[config.mk]
export PLATFORM = sky130hd
export DESIGN_NAME = cpu_top
export DESIGN_NICKNAME = d
export VERILOG_FILES = /design/src/rtl/cpu_pkg.sv /design/src/rtl/cpu_top.sv /design/src/rtl/cpu_control.sv /design/src/rtl/cpu_decode.sv /design/src/rtl/cpu_alu.sv /design/src/rtl/cpu_regfile.sv
export SDC_FILE = /design/constraint.sdc
export NUM_CORES = 1
export LEC_CHECK = 0
export BUFFER_PORTS_ARGS = -buffer_cell sky130_fd_sc_hd__buf_2
export CAP_MARGIN = 20
export CORE_MARGIN = 8
export CORE_UTILIZATION = 45
export CTS_BUF_LIST = sky130_fd_sc_hd__clkbuf_4 sky130_fd_sc_hd__clkbuf_8 sky130_fd_sc_hd__clkbuf_16
export DETAILED_ROUTE_END_ITERATION = 12
export PLACE_DENSITY = 0.65
export SYNTH_ARGS = -nofsm -noshare
export SYNTH_HDL_FRONTEND = slang
export SYNTH_SLANG_ARGS = --single-unit
[constraint.sdc]
create_clock -name clk -period 4.46 [get_ports clk]
set_input_delay 0.892 -clock clk [delete_from_list [all_inputs] [get_ports clk]]
set_output_delay 0.892 -clock clk [all_outputs]
set_load 0.02 [all_outputs]
[src/rtl/cpu_pkg.sv]
package cpu_pkg;

	localparam int INST_W = 24;
	localparam int DATA_W = 16;

	// bit positions in the flags word
	localparam int FLAG_C = 0;
	localparam int FLAG_Z = 1;
	localparam int FLAG_N = 2;

	// instruction lengths in bytes
	localparam logic [1:0] LEN_1 = 2'd1;
	localparam logic [1:0] LEN_2 = 2'd2;
	localparam logic [1:0] LEN_3 = 2'd3;

	typedef enum logic [7:0] {
		OP_NOP         = 8'h00,
		OP_LD_XL_IMMD  = 8'h10,
		OP_LDW_Y_IMMD  = 8'h11,
		OP_ADD_XL_IMMD = 8'h20,
		OP_SUB_XL_IMMD = 8'h21,
		OP_AND_XL_IMMD = 8'h22,
		OP_OR_XL_IMMD  = 8'h23,
		OP_XOR_XL_IMMD = 8'h24,
		OP_CP_XL_IMMD  = 8'h25,
		OP_ADDW_Y_IMMD = 8'h28,
		OP_LD_XL_DIR   = 8'h30,
		OP_LDW_Y_DIR   = 8'h31,
		OP_LD_DIR_XL   = 8'h32,
		OP_LDW_DIR_Y   = 8'h33,
		OP_LDW_X_Y     = 8'h40,
		OP_JP_IMMD     = 8'h50,
		OP_JR_D        = 8'h51,
		OP_JRZ_D       = 8'h52,
		OP_JRNZ_D      = 8'h53,
		OP_JRC_D       = 8'h54,
		OP_TRAP        = 8'hff
	} opcode_t;

	typedef enum logic [3:0] {
		ALU_PASS,
		ALU_ADD,
		ALU_SUB,
		ALU_AND,
		ALU_OR,
		ALU_XOR,
		ALU_ADDW
	} alu_op_t;

	typedef enum logic [1:0] {MEM_NONE, MEM_READ, MEM_WRITE} mem_op_t;

	typedef enum logic [1:0] {WB_NONE, WB_XL, WB_Y, WB_X} wb_sel_t;

	typedef enum logic [1:0] {ST_FETCH, ST_EXEC, ST_MEM, ST_HALT} state_t;

endpackage
[src/rtl/cpu_top.sv]
`timescale 1ns/1ps

module cpu_top #(
	parameter logic [15:0] reset_vector = 16'h4000
) (
	input logic clk,
	input logic reset,
	output logic imem_valid,
	input logic imem_ready,
	output logic [15:0] imem_addr,
	input logic [cpu_pkg::INST_W-1:0] imem_rdata,
	output logic dmem_valid,
	input logic dmem_ready,
	output logic dmem_write,
	output logic [15:0] dmem_addr,
	output logic [cpu_pkg::DATA_W-1:0] dmem_wdata,
	output logic [1:0] dmem_be,
	input logic [cpu_pkg::DATA_W-1:0] dmem_rdata,
	output logic trap
);

	logic [cpu_pkg::DATA_W-1:0] x, y;
	logic [cpu_pkg::DATA_W-1:0] alu_a, alu_b, alu_result;
	logic alu_carry, alu_zero, alu_negative;
	cpu_pkg::alu_op_t alu_op;
	cpu_pkg::wb_sel_t wr_addr;
	logic [1:0] wr_be;
	logic [cpu_pkg::DATA_W-1:0] wr_data;

	cpu_control #(
		.reset_vector(reset_vector)
	) u_control (
		.clk(clk),
		.reset(reset),
		.imem_valid(imem_valid),
		.imem_ready(imem_ready),
		.imem_addr(imem_addr),
		.imem_rdata(imem_rdata),
		.dmem_valid(dmem_valid),
		.dmem_ready(dmem_ready),
		.dmem_write(dmem_write),
		.dmem_addr(dmem_addr),
		.dmem_wdata(dmem_wdata),
		.dmem_be(dmem_be),
		.dmem_rdata(dmem_rdata),
		.trap(trap),
		.x(x),
		.y(y),
		.alu_result(alu_result),
		.alu_carry(alu_carry),
		.alu_zero(alu_zero),
		.alu_negative(alu_negative),
		.alu_op_o(alu_op),
		.alu_a(alu_a),
		.alu_b(alu_b),
		.wr_addr(wr_addr),
		.wr_be(wr_be),
		.wr_data(wr_data)
	);

	// z is not read by any kept instruction
	cpu_regfile u_regfile (
		.clk(clk),
		.reset(reset),
		.wr_addr(wr_addr),
		.wr_be(wr_be),
		.wr_data(wr_data),
		.x(x),
		.y(y),
		.z()
	);

	cpu_alu u_alu (
		.op(alu_op),
		.a(alu_a),
		.b(alu_b),
		.result(alu_result),
		.carry(alu_carry),
		.zero(alu_zero),
		.negative(alu_negative)
	);

endmodule

[src/rtl/cpu_control.sv]
`timescale 1ns/1ps

module cpu_control #(
	parameter logic [15:0] reset_vector = 16'h4000
) (
	input logic clk,
	input logic reset,
	output logic imem_valid,
	input logic imem_ready,
	output logic [15:0] imem_addr,
	input logic [cpu_pkg::INST_W-1:0] imem_rdata,
	output logic dmem_valid,
	input logic dmem_ready,
	output logic dmem_write,
	output logic [15:0] dmem_addr,
	output logic [cpu_pkg::DATA_W-1:0] dmem_wdata,
	output logic [1:0] dmem_be,
	input logic [cpu_pkg::DATA_W-1:0] dmem_rdata,
	output logic trap,
	input logic [cpu_pkg::DATA_W-1:0] x,
	input logic [cpu_pkg::DATA_W-1:0] y,
	input logic [cpu_pkg::DATA_W-1:0] alu_result,
	input logic alu_carry,
	input logic alu_zero,
	input logic alu_negative,
	output cpu_pkg::alu_op_t alu_op_o,
	output logic [cpu_pkg::DATA_W-1:0] alu_a,
	output logic [cpu_pkg::DATA_W-1:0] alu_b,
	output cpu_pkg::wb_sel_t wr_addr,
	output logic [1:0] wr_be,
	output logic [cpu_pkg::DATA_W-1:0] wr_data
);

	cpu_pkg::state_t state, next_state;
	logic [cpu_pkg::INST_W-1:0] inst;
	logic [15:0] pc, next_pc;
	logic [2:0] flags;
	logic taken;
	logic fetch_done, mem_done, exec_wb;

	cpu_pkg::alu_op_t alu_op;
	logic operand_imm, word_access, is_jump, is_trap;
	cpu_pkg::wb_sel_t wb_sel;
	cpu_pkg::mem_op_t mem_op;
	logic [2:0] upd_flags;
	logic [1:0] branch_cond, length;

	cpu_decode u_decode (
		.opcode(cpu_pkg::opcode_t'(inst[7:0])),
		.alu_op(alu_op),
		.operand_imm(operand_imm),
		.wb_sel(wb_sel),
		.mem_op(mem_op),
		.word_access(word_access),
		.upd_flags(upd_flags),
		.branch_cond(branch_cond),
		.is_jump(is_jump),
		.is_trap(is_trap),
		.length(length)
	);

	assign fetch_done = imem_valid && imem_ready;
	assign mem_done = dmem_valid && dmem_ready;

	always_comb
	begin
		next_state = state;
		case (state)
			cpu_pkg::ST_FETCH:
				if (fetch_done)
					next_state = cpu_pkg::ST_EXEC;
			cpu_pkg::ST_EXEC:
				if (is_trap)
					next_state = cpu_pkg::ST_HALT;
				else if (mem_op != cpu_pkg::MEM_NONE)
					next_state = cpu_pkg::ST_MEM;
				else
					next_state = cpu_pkg::ST_FETCH;
			cpu_pkg::ST_MEM:
				if (mem_done)
					next_state = cpu_pkg::ST_FETCH;
			default:
				next_state = cpu_pkg::ST_HALT;
		endcase
	end

	always_comb
	begin
		case (branch_cond)
			2'd0: taken = 1'b1;
			2'd1: taken = flags[cpu_pkg::FLAG_Z];
			2'd2: taken = !flags[cpu_pkg::FLAG_Z];
			default: taken = flags[cpu_pkg::FLAG_C];
		endcase
		// absolute jump is the only 3-byte jump
		if (is_jump && length == cpu_pkg::LEN_3)
			next_pc = inst[23:8];
		else if (is_jump && taken)
			next_pc = pc + 16'd2 + {{8{inst[15]}}, inst[15:8]};
		else
			next_pc = pc + {14'd0, length};
	end

	// request lines registered so they stay low through reset
	always_ff @(posedge clk)
	begin
		if (reset)
		begin
			state <= cpu_pkg::ST_FETCH;
			pc <= reset_vector;
			flags <= 3'b000;
			imem_valid <= 1'b0;
			dmem_valid <= 1'b0;
			trap <= 1'b0;
		end
		else
		begin
			state <= next_state;
			imem_valid <= (next_state == cpu_pkg::ST_FETCH);
			dmem_valid <= (next_state == cpu_pkg::ST_MEM);
			trap <= (next_state == cpu_pkg::ST_HALT);
			if (state == cpu_pkg::ST_EXEC)
			begin
				pc <= next_pc;
				if (upd_flags[cpu_pkg::FLAG_C])
					flags[cpu_pkg::FLAG_C] <= alu_carry;
				if (upd_flags[cpu_pkg::FLAG_Z])
					flags[cpu_pkg::FLAG_Z] <= alu_zero;
				if (upd_flags[cpu_pkg::FLAG_N])
					flags[cpu_pkg::FLAG_N] <= alu_negative;
			end
		end
	end

	always_ff @(posedge clk)
	begin
		if (state == cpu_pkg::ST_FETCH && fetch_done)
			inst <= imem_rdata;
	end

	assign imem_addr = pc;

	assign dmem_write = (mem_op == cpu_pkg::MEM_WRITE);
	assign dmem_addr = inst[23:8];
	assign dmem_be = word_access ? 2'b11 : 2'b01;
	assign dmem_wdata = word_access ? y : {8'h00, x[7:0]};

	assign alu_op_o = alu_op;
	assign alu_a = (alu_op == cpu_pkg::ALU_ADDW) ? y : x;
	assign alu_b = operand_imm ? inst[23:8] : y;

	// register ops write in exec, loads at the dmem handshake
	assign exec_wb = (state == cpu_pkg::ST_EXEC) && (mem_op == cpu_pkg::MEM_NONE);
	always_comb
	begin
		if (exec_wb || (state == cpu_pkg::ST_MEM && mem_done && mem_op == cpu_pkg::MEM_READ))
			wr_addr = wb_sel;
		else
			wr_addr = cpu_pkg::WB_NONE;
		case (wr_addr)
			cpu_pkg::WB_XL: wr_be = 2'b01;
			cpu_pkg::WB_NONE: wr_be = 2'b00;
			default: wr_be = 2'b11;
		endcase
	end

	assign wr_data = (state == cpu_pkg::ST_MEM) ? dmem_rdata : alu_result;

endmodule

[src/rtl/cpu_decode.sv]
`timescale 1ns/1ps

module cpu_decode (
	input cpu_pkg::opcode_t opcode,
	output cpu_pkg::alu_op_t alu_op,
	output logic operand_imm,
	output cpu_pkg::wb_sel_t wb_sel,
	output cpu_pkg::mem_op_t mem_op,
	output logic word_access,
	output logic [2:0] upd_flags,
	output logic [1:0] branch_cond,
	output logic is_jump,
	output logic is_trap,
	output logic [1:0] length
);

	logic arith;
	logic logic_op;

	// flags touched by each class of ALU op
	assign arith = (opcode == cpu_pkg::OP_ADD_XL_IMMD) || (opcode == cpu_pkg::OP_SUB_XL_IMMD) ||
		(opcode == cpu_pkg::OP_CP_XL_IMMD) || (opcode == cpu_pkg::OP_ADDW_Y_IMMD);
	assign logic_op = (opcode == cpu_pkg::OP_AND_XL_IMMD) || (opcode == cpu_pkg::OP_OR_XL_IMMD) ||
		(opcode == cpu_pkg::OP_XOR_XL_IMMD);

	always_comb
	begin
		upd_flags = 3'b000;
		upd_flags[cpu_pkg::FLAG_C] = arith;
		upd_flags[cpu_pkg::FLAG_Z] = arith || logic_op;
		upd_flags[cpu_pkg::FLAG_N] = arith || logic_op;
	end

	always_comb
	begin
		alu_op = cpu_pkg::ALU_PASS;
		operand_imm = 1'b1;
		wb_sel = cpu_pkg::WB_NONE;
		mem_op = cpu_pkg::MEM_NONE;
		word_access = 1'b0;
		// 0 always, 1 zero, 2 not zero, 3 carry
		branch_cond = 2'd0;
		is_jump = 1'b0;
		is_trap = 1'b0;
		length = cpu_pkg::LEN_1;
		case (opcode)
			cpu_pkg::OP_LD_XL_IMMD:
			begin
				wb_sel = cpu_pkg::WB_XL;
				length = cpu_pkg::LEN_2;
			end
			cpu_pkg::OP_LDW_Y_IMMD:
			begin
				wb_sel = cpu_pkg::WB_Y;
				length = cpu_pkg::LEN_3;
			end
			cpu_pkg::OP_ADD_XL_IMMD, cpu_pkg::OP_SUB_XL_IMMD, cpu_pkg::OP_AND_XL_IMMD,
			cpu_pkg::OP_OR_XL_IMMD, cpu_pkg::OP_XOR_XL_IMMD, cpu_pkg::OP_CP_XL_IMMD:
			begin
				case (opcode)
					cpu_pkg::OP_ADD_XL_IMMD: alu_op = cpu_pkg::ALU_ADD;
					cpu_pkg::OP_AND_XL_IMMD: alu_op = cpu_pkg::ALU_AND;
					cpu_pkg::OP_OR_XL_IMMD: alu_op = cpu_pkg::ALU_OR;
					cpu_pkg::OP_XOR_XL_IMMD: alu_op = cpu_pkg::ALU_XOR;
					default: alu_op = cpu_pkg::ALU_SUB;
				endcase
				// compare keeps xl
				wb_sel = (opcode == cpu_pkg::OP_CP_XL_IMMD) ? cpu_pkg::WB_NONE : cpu_pkg::WB_XL;
				length = cpu_pkg::LEN_2;
			end
			cpu_pkg::OP_ADDW_Y_IMMD:
			begin
				alu_op = cpu_pkg::ALU_ADDW;
				wb_sel = cpu_pkg::WB_Y;
				length = cpu_pkg::LEN_3;
			end
			cpu_pkg::OP_LD_XL_DIR, cpu_pkg::OP_LDW_Y_DIR:
			begin
				mem_op = cpu_pkg::MEM_READ;
				word_access = (opcode == cpu_pkg::OP_LDW_Y_DIR);
				wb_sel = word_access ? cpu_pkg::WB_Y : cpu_pkg::WB_XL;
				length = cpu_pkg::LEN_3;
			end
			cpu_pkg::OP_LD_DIR_XL, cpu_pkg::OP_LDW_DIR_Y:
			begin
				mem_op = cpu_pkg::MEM_WRITE;
				word_access = (opcode == cpu_pkg::OP_LDW_DIR_Y);
				length = cpu_pkg::LEN_3;
			end
			cpu_pkg::OP_LDW_X_Y:
			begin
				operand_imm = 1'b0;
				wb_sel = cpu_pkg::WB_X;
			end
			cpu_pkg::OP_JP_IMMD:
			begin
				is_jump = 1'b1;
				length = cpu_pkg::LEN_3;
			end
			cpu_pkg::OP_JR_D, cpu_pkg::OP_JRZ_D, cpu_pkg::OP_JRNZ_D, cpu_pkg::OP_JRC_D:
			begin
				is_jump = 1'b1;
				branch_cond = opcode[1:0] - 2'd1;
				length = cpu_pkg::LEN_2;
			end
			cpu_pkg::OP_TRAP:
				is_trap = 1'b1;
			default:
				length = cpu_pkg::LEN_1;
		endcase
	end

endmodule

[src/rtl/cpu_alu.sv]
`timescale 1ns/1ps

module cpu_alu (
	input cpu_pkg::alu_op_t op,
	input logic [cpu_pkg::DATA_W-1:0] a,
	input logic [cpu_pkg::DATA_W-1:0] b,
	output logic [cpu_pkg::DATA_W-1:0] result,
	output logic carry,
	output logic zero,
	output logic negative
);

	logic [8:0] sum8;
	logic [8:0] diff8;
	logic [16:0] sum16;
	logic wide;

	assign sum8 = {1'b0, a[7:0]} + {1'b0, b[7:0]};
	// bit 8 is the borrow, set when a < b unsigned
	assign diff8 = {1'b0, a[7:0]} - {1'b0, b[7:0]};
	assign sum16 = {1'b0, a} + {1'b0, b};

	// 16-bit ops take flags from the full result
	assign wide = (op == cpu_pkg::ALU_ADDW) || (op == cpu_pkg::ALU_PASS);

	always_comb
	begin
		result = '0;
		carry = 1'b0;
		case (op)
			cpu_pkg::ALU_ADD:
			begin
				result = {8'h00, sum8[7:0]};
				carry = sum8[8];
			end
			cpu_pkg::ALU_SUB:
			begin
				result = {8'h00, diff8[7:0]};
				carry = diff8[8];
			end
			cpu_pkg::ALU_AND:
				result = {8'h00, a[7:0] & b[7:0]};
			cpu_pkg::ALU_OR:
				result = {8'h00, a[7:0] | b[7:0]};
			cpu_pkg::ALU_XOR:
				result = {8'h00, a[7:0] ^ b[7:0]};
			cpu_pkg::ALU_ADDW:
			begin
				result = sum16[15:0];
				carry = sum16[16];
			end
			default:
				result = b;
		endcase
	end

	always_comb
	begin
		if (wide)
		begin
			zero = (result == 16'h0000);
			negative = result[15];
		end
		else
		begin
			zero = (result[7:0] == 8'h00);
			negative = result[7];
		end
	end

endmodule

[src/rtl/cpu_regfile.sv]
`timescale 1ns/1ps

module cpu_regfile (
	input logic clk,
	input logic reset,
	input cpu_pkg::wb_sel_t wr_addr,
	input logic [1:0] wr_be,
	input logic [cpu_pkg::DATA_W-1:0] wr_data,
	output logic [cpu_pkg::DATA_W-1:0] x,
	output logic [cpu_pkg::DATA_W-1:0] y,
	output logic [cpu_pkg::DATA_W-1:0] z
);

	logic [cpu_pkg::DATA_W-1:0] regs [2];
	logic [1:0] sel;

	// xl and x share register 0
	assign sel[0] = (wr_addr == cpu_pkg::WB_XL) || (wr_addr == cpu_pkg::WB_X);
	assign sel[1] = (wr_addr == cpu_pkg::WB_Y);

	always_ff @(posedge clk)
	begin
		for (int i = 0; i < 2; i++)
		begin
			if (reset)
				regs[i] <= '0;
			else if (sel[i])
			begin
				if (wr_be[0])
					regs[i][7:0] <= wr_data[7:0];
				if (wr_be[1])
					regs[i][15:8] <= wr_data[15:8];
			end
		end
	end

	assign x = regs[0];
	assign y = regs[1];
	// no write-back target reaches z
	assign z = '0;

endmodule

* Word level (Yosys, flattened, before mapping)
Memory sizes are Yosys's and may differ from the RTL's.
Index checks and enable logic that the tools add are counted.
** Operators by class
- Bitwise logic cells :: 7
- Equality and inequality tests :: 38
- Reduce and logical (&&, ||, !) cells :: 37
- Muxes and demuxes :: 49
- Add/subtract/negate cells :: 7
** Operators by type and width (number)
- 16-bit 2-to-1 mux :: 6
- 16-bit case mux with 6 select lines :: 1
- 8-bit by 6-bit equality test with 1-bit output, second input constant :: 11
- 8-bit by 7-bit equality test with 1-bit output, second input constant :: 6
- 8-bit 2-to-1 mux :: 4
- 1-bit 2-to-1 mux :: 20
- 16-bit by 16-bit adder with 17-bit output :: 1
- 16-bit adder :: 1
- 16-bit by 2-bit adder with 16-bit output :: 1
- 16-bit by 2-bit adder with 16-bit output, second input constant :: 1
- 2-bit equality test, second input constant :: 8
- 8-bit by 5-bit equality test with 1-bit output, second input constant :: 2
- 16-bit logical NOT :: 1
- 2-bit 2-to-1 mux :: 8
- 2-bit case mux with 2 select lines :: 3
- 3-bit case mux with 4 select lines :: 1
- 11-bit OR reduction :: 1
- 2-bit logical NOT :: 5
- 2-bit case mux with 5 select lines :: 1
- 8-bit by 8-bit adder with 9-bit output :: 1
- 3-bit equality test, second input constant :: 3
- 1-bit logical OR :: 9
- 8-bit by 8-bit subtractor with 9-bit output :: 1
- 8-bit AND :: 1
- other kinds (23) :: 41
** Storage, ports and cells
- Memories :: 1
- Memory bits (writable) :: 32
- Input bits :: 44
- Logic and storage cells :: 147
- Flip-flop bits (word level) :: 47
- Output and inout port bits :: 54
** Memory list
- u_regfile.regs :: words 2, width 16, rd ports 2, clocked after Yosys merged registers in 0, write ports 2, line cpu_regfile.sv:14 : logic [cpu_pkg::DATA_W-1:0] regs [2];

* Logic depth before layout (Yosys ltp)
- Word-level depth :: 14
- Mapped depth :: 20
- Depth with buffers taken out :: 18

* Cells and area by module
From an unflattened synthesis, not the netlist that was laid out.
** Unflattened totals
- Cell total of the unflattened synthesis :: 869
- Area total of the unflattened synthesis :: 7781.2 um2
** Modules (own cells, without submodules)
- cpu_control :: seq. area each 1181.1 um2, instances 1, cells each 436, area an instance 4075.2 um2
- cpu_alu :: seq. area each 0.0 um2, instances 1, cells each 266, area an instance 1878.1 um2
- cpu_regfile :: seq. area each 960.9 um2, instances 1, cells each 90, area an instance 1377.6 um2
- cpu_decode :: seq. area each 0.0 um2, instances 1, cells each 77, area an instance 450.4 um2

* Worst setup path after synthesis
OpenSTA, ideal clock, no wires.
- Kind :: register -> register
- Start point :: reg u_control.inst[0] (netlist name)
- End point :: mem u_regfile.regs[0][15] (netlist name), data pin
- Clock period less this slack :: 4.644 ns
- Setup time :: 0.263 ns
- Slack :: -0.184 ns
- Buffers on the path :: 2
- Required time :: 4.197 ns
- Cell stages (with the launch flop) :: 19
- Arrival :: 4.381 ns
- Path through :: edfxtp_1 > inv_1 > ha_1 > nor2b_1 > and3_1 > clkbuf_1 > clkbuf_1 > mux2i_1 > inv_1 > ha_1 > a211o_1 > a2111oi_2 > o2111ai_1 > a2111oi_1 > o31ai_1 > xor2_1 > nand2_1 > a31oi_1 > nor2b_1
** RTL lines
- start, declared :: line cpu_control.sv:35 : logic [cpu_pkg::INST_W-1:0] inst;
- start signal, assigned :: line cpu_control.sv:138 : inst <= imem_rdata;
- end, declared :: line cpu_regfile.sv:14

* Final worst setup path
- Start point :: reg u_control.inst[1] (netlist name)
- End point :: reg u_control.flags[1]
** On the way
- Longest elaborated chain between the ends :: 9
- Elaborated cells between the ends (all ways) :: 38
- Those cells by class :: add/sub: 3; eq/ne: 14; mux: 6; bitwise: 3; reduce/logical: 12
** Ends and longest elaborated chain
- 8-bit by 6-bit equality test with 1-bit output, on equally long branches
- 3-bit case mux with 4 select lines or 6-bit OR reduction (tied branches) :: line cpu_decode.sv:60, cpu_decode.sv:46
- 3-bit case mux with 2 select lines :: line cpu_decode.sv:46 : case (opcode)
- 3-bit equality test :: line cpu_control.sv:149, cpu_alu.sv:24, cpu_alu.sv:30
- 16-bit 2-to-1 mux :: line cpu_control.sv:149 : assign alu_a = (alu_op == cpu_pkg::ALU_ADDW) ? y : x;
- 16-bit by 16-bit adder with 17-bit output (tied with other cells) :: line cpu_alu.sv:21 : assign sum16 = {1'b0, a} + {1'b0, b};
- 16-bit case mux with 6 select lines :: line cpu_alu.sv:30 : case (op)
- 16-bit logical NOT or 8-bit logical NOT (tied branches) :: line cpu_alu.sv:61, cpu_alu.sv:66
- 1-bit 2-to-1 mux :: line cpu_alu.sv:59 : if (wide)
- end signal, assigned by index :: line cpu_control.sv:126 : flags[cpu_pkg::FLAG_C] <= alu_carry;
- end signal, assigned by index :: line cpu_control.sv:128 : flags[cpu_pkg::FLAG_Z] <= alu_zero;
- end signal, assigned by index :: line cpu_control.sv:130 : flags[cpu_pkg::FLAG_N] <= alu_negative;
- end, declared :: line cpu_control.sv:37 : logic [2:0] flags;
Parallel ways exist; a longest one is shown, timed or not.
A chain may end at the register's enable or synchronous reset.

==> impl_metrics.py <==
metrics = {
    "worst_setup_path": {
        "timing.critical_path.cells": "inv_1 > ha_2 > nor2b_1 > and3_4 > mux2i_1 > inv_1 > ha_1 > inv_1 > fa_1 > nor2b_1 > o311a_1 > o41ai_4 > o211ai_1 > a41oi_2 > xnor2_1 > a2111oi_4 > a32oi_1 > o31ai_2",
        "critical_path_cell_count": 18,
        "worstSetupPathType": "reg -> reg",
        "cp-end-kind": "flip-flop",
        "reg2regPathDepth": 18,
        "worst_path_max_delay_cell": "sky130_fd_sc_hd__edfxtp_1",
        "crit_top_cell": "sky130_fd_sc_hd__inv_1",
        "cp_top_family": "compound AO/OA/AOI/OAI gates",
        "setup.worst_path.start_class": "flip-flop",
        "cp_max_fo": 5,
        "timing.critical_path.arrival_ns": 4.55,
        "required_worst_endpoint_ns": 4.74,
        "critPathBufInv": 3,
        "timing.critical_path.slowest_cell_delay_ns": 0.42,
    },
    "floorplan": {
        "horizontal_die_dimension_um": 141.9,
        "start_util": 0.4538,
        "std_cell_rows": 46,
        "floorplan.die_area_um2": 20130,
        "die_height_um": 141.9,
        "core_region_area_um2": 15710,
        "pin_count": 98,
    },
    "status": {
        "status": "complete, no violations",
    },
    "sta": {
        "max_freq_ghz": 0.2337,
        "finalHoldViolations": 0,
        "worst_pin_slew_ns": 0.8805,
        "final-setup-viol-count": 0,
        "max-slew-margin-rel": 0.4130,
        "fin_hold_ws_ns": 0.5301,
        "slew_viol_final": 0,
        "grt_setup_unrepaired": "true",
        "finalCriticalPeriod_ns": 4.279,
        "fin_crit_sh": 0.9594,
        "timing.clock.skew_ns": 0.01095,
        "setup_tns_ns": 0,
    },
    "finish": {
        "post_route_cells_drive_above_1_share": 0.2206,
        "area_growth_syn_to_layout_pct": 17.13,
        "antenna_fix_cells": 0,
        "utilization": 0.5315,
        "nets": 1044,
        "final_cells": 1150,
        "num-fill-cells": 1474,
    },
    "power_and_ir_drop": {
        "ir_worst_vdd_v": 0.0001737,
        "power.total_mw": 2.082,
        "switchingPower_uw": 555.9,
        "leakage_nw": 3.705,
        "switching_share": 0.2670,
        "p_seq_frac": 0.405,
        "power.internal_mw": 1.526,
        "power.density_nw_per_um2": 249.2,
        "clkPwrFrac": 0.420,
        "comb_power_share": 0.175,
    },
    "cts": {
        "tritoncts.num_buffers": 9,
        "cts_tree": "done",
        "clock-root-buffer": "sky130_fd_sc_hd__clkbuf_16",
        "cts.path.max_buffers": 2,
        "cts.sinks": 79,
        "ctsHoldBuffers": 0,
        "insertion_delay_ns": 0.35,
        "worst_setup_hold_path_clk_slew_ns": 0.07,
        "deepest_level_of_the_cts_h_tree": 3,
    },
    "global_routing": {
        "grt_util_all_layers": 0.2140,
        "globalRoute.totalOverflow": 0,
        "antenna_found_initial": 0,
        "maximum_number_of_pins_on_one_net_before_global_route_repair": 29,
        "first_pass_grt_wire_length_um": 33840,
        "number_of_global_route_vias_before_repair": 6370,
    },
    "routing": {
        "route.vias.total": 6525,
        "dr_iter_0_viols": 634,
        "drt_via_density": 5.674,
        "final_wl_um": 21550,
        "routedWlPerCell_um": 18.74,
        "first_pass_iters": 5,
        "ant_nets": 0,
        "route.detailed.drc": 0,
    },
    "place": {
        "routabilityCongestion": 0.9767,
        "place.port_buffers": 96,
        "dp_cells": 1133,
        "post-dp-hpwl_um": 16490,
    },
    "job": {
        "max-cap-violations": 0,
    },
    "synth": {
        "synth_cell_types": 76,
        "synth_top_area_share": 0.2358,
        "synth-seq-area-share": 0.3004,
        "synthesis.instances": 836,
        "synthTopCellsByArea": "sky130_fd_sc_hd__edfxtp_1, sky130_fd_sc_hd__ha_1, sky130_fd_sc_hd__dfxtp_1",
        "post_synth_instance_area_um2": 7131,
        "synth.avg_cell_area_um2": 8.529,
        "syn-num-nets": 951,
        "synth_area_leader_cell": "sky130_fd_sc_hd__edfxtp_1",
        "leading_register_cell_type_out_of_synthesis": "sky130_fd_sc_hd__edfxtp_1",
        "ys_async_sr_fraction": 0,
        "postSynthRegisterBits": 79,
        "post_synth_edffs": 56,
        "synth.yosys.warnings": 0,
    },
    "hold_path": {
        "hold_depth": 2,
        "worst_hold_path_type": "reg -> reg",
    },
}
worst paths after layout:
check | slack (ns) | startpoint | end
setup / recovery | 0.18 | u_control.inst[1]$_DFFE_PP_ | u_control.flags[1]$_SDFFE_PP0P_
hold / removal | 0.53 | u_control.imem_addr[4]$_SDFFE_PP0P_ | u_control.imem_addr[4]$_SDFFE_PP0P_
setup reg to reg | 0.18 | u_control.inst[1]$_DFFE_PP_ | u_control.flags[1]$_SDFFE_PP0P_
hold reg to reg | 0.53 | u_control.imem_addr[4]$_SDFFE_PP0P_ | u_control.imem_addr[4]$_SDFFE_PP0P_
layout make-up:
| cell class | instances | area [µm²] | area share |
|---|---|---|---|
| tap | 216 | 270.3 | 0.03236 |
| multi-input combinational | 658 | 4634 | 0.5549 |
| inverter | 42 | 157.7 | 0.01888 |
| sequential | 79 | 2142 | 0.2565 |
| timing repair buffer | 139 | 803.3 | 0.09618 |
| clock buffer | 11 | 240.2 | 0.02876 |
| clock inverter | 5 | 103.9 | 0.01243 |
registers in the layout (all words and copies together), names as in the netlist:
signal	flops
u_control.dmem_valid	1
u_control.flags	2
u_control.imem_addr	16
u_control.imem_valid	1
u_control.inst	24
u_control.state	2
u_control.trap	1
u_regfile.regs	32
power groups by stage:
stage                     Combinational, mW  Sequential, mW  Clock, mW
after detailed placement              0.350           0.859          0
after floorplan                       0.245           0.855          0
after CTS                             0.352           0.843      0.893
final                                 0.363           0.844      0.875
after global routing                  0.403           0.847      0.916
after global placement                0.347           0.858          0
cell usage after synthesis, drive strengths merged (8+ instances only):
library cell	number
nor3	25
a21oi	51
a31oi	10
ha	67
a211oi	18
inv	42
nand3	10
xnor2	15
nand2	86
o21ai	36
xor2	10
clkbuf	29
buf	28
or3	8
dfxtp	23
o211ai	15
edfxtp	56
mux2i	29
nor2b	12
nand2b	16
a311oi	8
mux2	16
nor2	101
and3	9
and2	13
logic make-up (layout without fill, tap and decap cells):
family	Yosys count	in the layout	synth area share
compound gates	205	205	0.1979
xor+xnor	25	25	0.03071
fa+ha+maj	71	71	0.1288
buf+inv	99	197	0.06562
flops	79	79	0.3004
mux	45	45	0.06650
other cells	1	1	0.0005259
simple gates	311	311	0.2095
cells in the final DEF (no fill, tap or decap), types with 8 or more instances in the layout:
master,netlist,routed
sky130_fd_sc_hd__or3_1,8,8
sky130_fd_sc_hd__o211ai_1,15,15
sky130_fd_sc_hd__edfxtp_1,56,56
sky130_fd_sc_hd__nand3_1,10,9
sky130_fd_sc_hd__nand2_1,86,86
sky130_fd_sc_hd__a21oi_1,51,50
sky130_fd_sc_hd__clkbuf_16,0,9
sky130_fd_sc_hd__xnor2_1,15,15
sky130_fd_sc_hd__o21ai_0,33,32
sky130_fd_sc_hd__nor2_1,100,100
sky130_fd_sc_hd__mux2i_1,29,27
sky130_fd_sc_hd__a211oi_1,18,18
sky130_fd_sc_hd__mux2_2,15,15
sky130_fd_sc_hd__dfxtp_1,23,23
sky130_fd_sc_hd__buf_4,19,43
sky130_fd_sc_hd__and2_1,13,13
sky130_fd_sc_hd__nor2b_1,12,12
sky130_fd_sc_hd__buf_2,7,96
sky130_fd_sc_hd__a31oi_1,10,10
sky130_fd_sc_hd__ha_1,67,65
sky130_fd_sc_hd__nor3_1,25,24
sky130_fd_sc_hd__xor2_1,10,10
sky130_fd_sc_hd__nand2b_1,16,16
sky130_fd_sc_hd__inv_1,42,42
stage by stage:
step | area, µm² | worst slack, ns
final | 8352 | 0.1812
after global routing | 8352 | -0.05045
after detailed placement | 7905 | 0.003653
after floorplan | 7136 | 0.0002172
after global placement | 7905 | 0.1825
after CTS | 8250 | 0.05062
routing by layer:
layer | routed length (µm) | part of all wire | GRT usage
met5 | 0 | 0 | 0
met4 | 486 | 0.023 | 0.07575
met3 | 1353 | 0.063 | 0.04267
met2 | 9887 | 0.46 | 0.3450
met1 | 9825 | 0.46 | 0.2790
worst reg2reg max path: cells and delay by family (launching register included):
| kind | cells | cell delay [ns] |
|---|---|---|
| compound gates | 7 | 1.90 |
| flops | 1 | 0.42 |
| buf+inv | 3 | 0.25 |
| xor+xnor | 1 | 0.17 |
| fa+ha+maj | 3 | 0.67 |
| simple gates | 3 | 0.56 |
| mux | 1 | 0.25 |
timing repair:
| item | CTS | global route |
|---|---|---|
| gates resized for setup | 1 | 15 |
| buffers inserted | 0 | 1 |
| endpoints found under the setup margin | 1 | 11 |
| pin swaps | 0 | 1 |
Note: power is estimated with default switching activity, not from simulation.
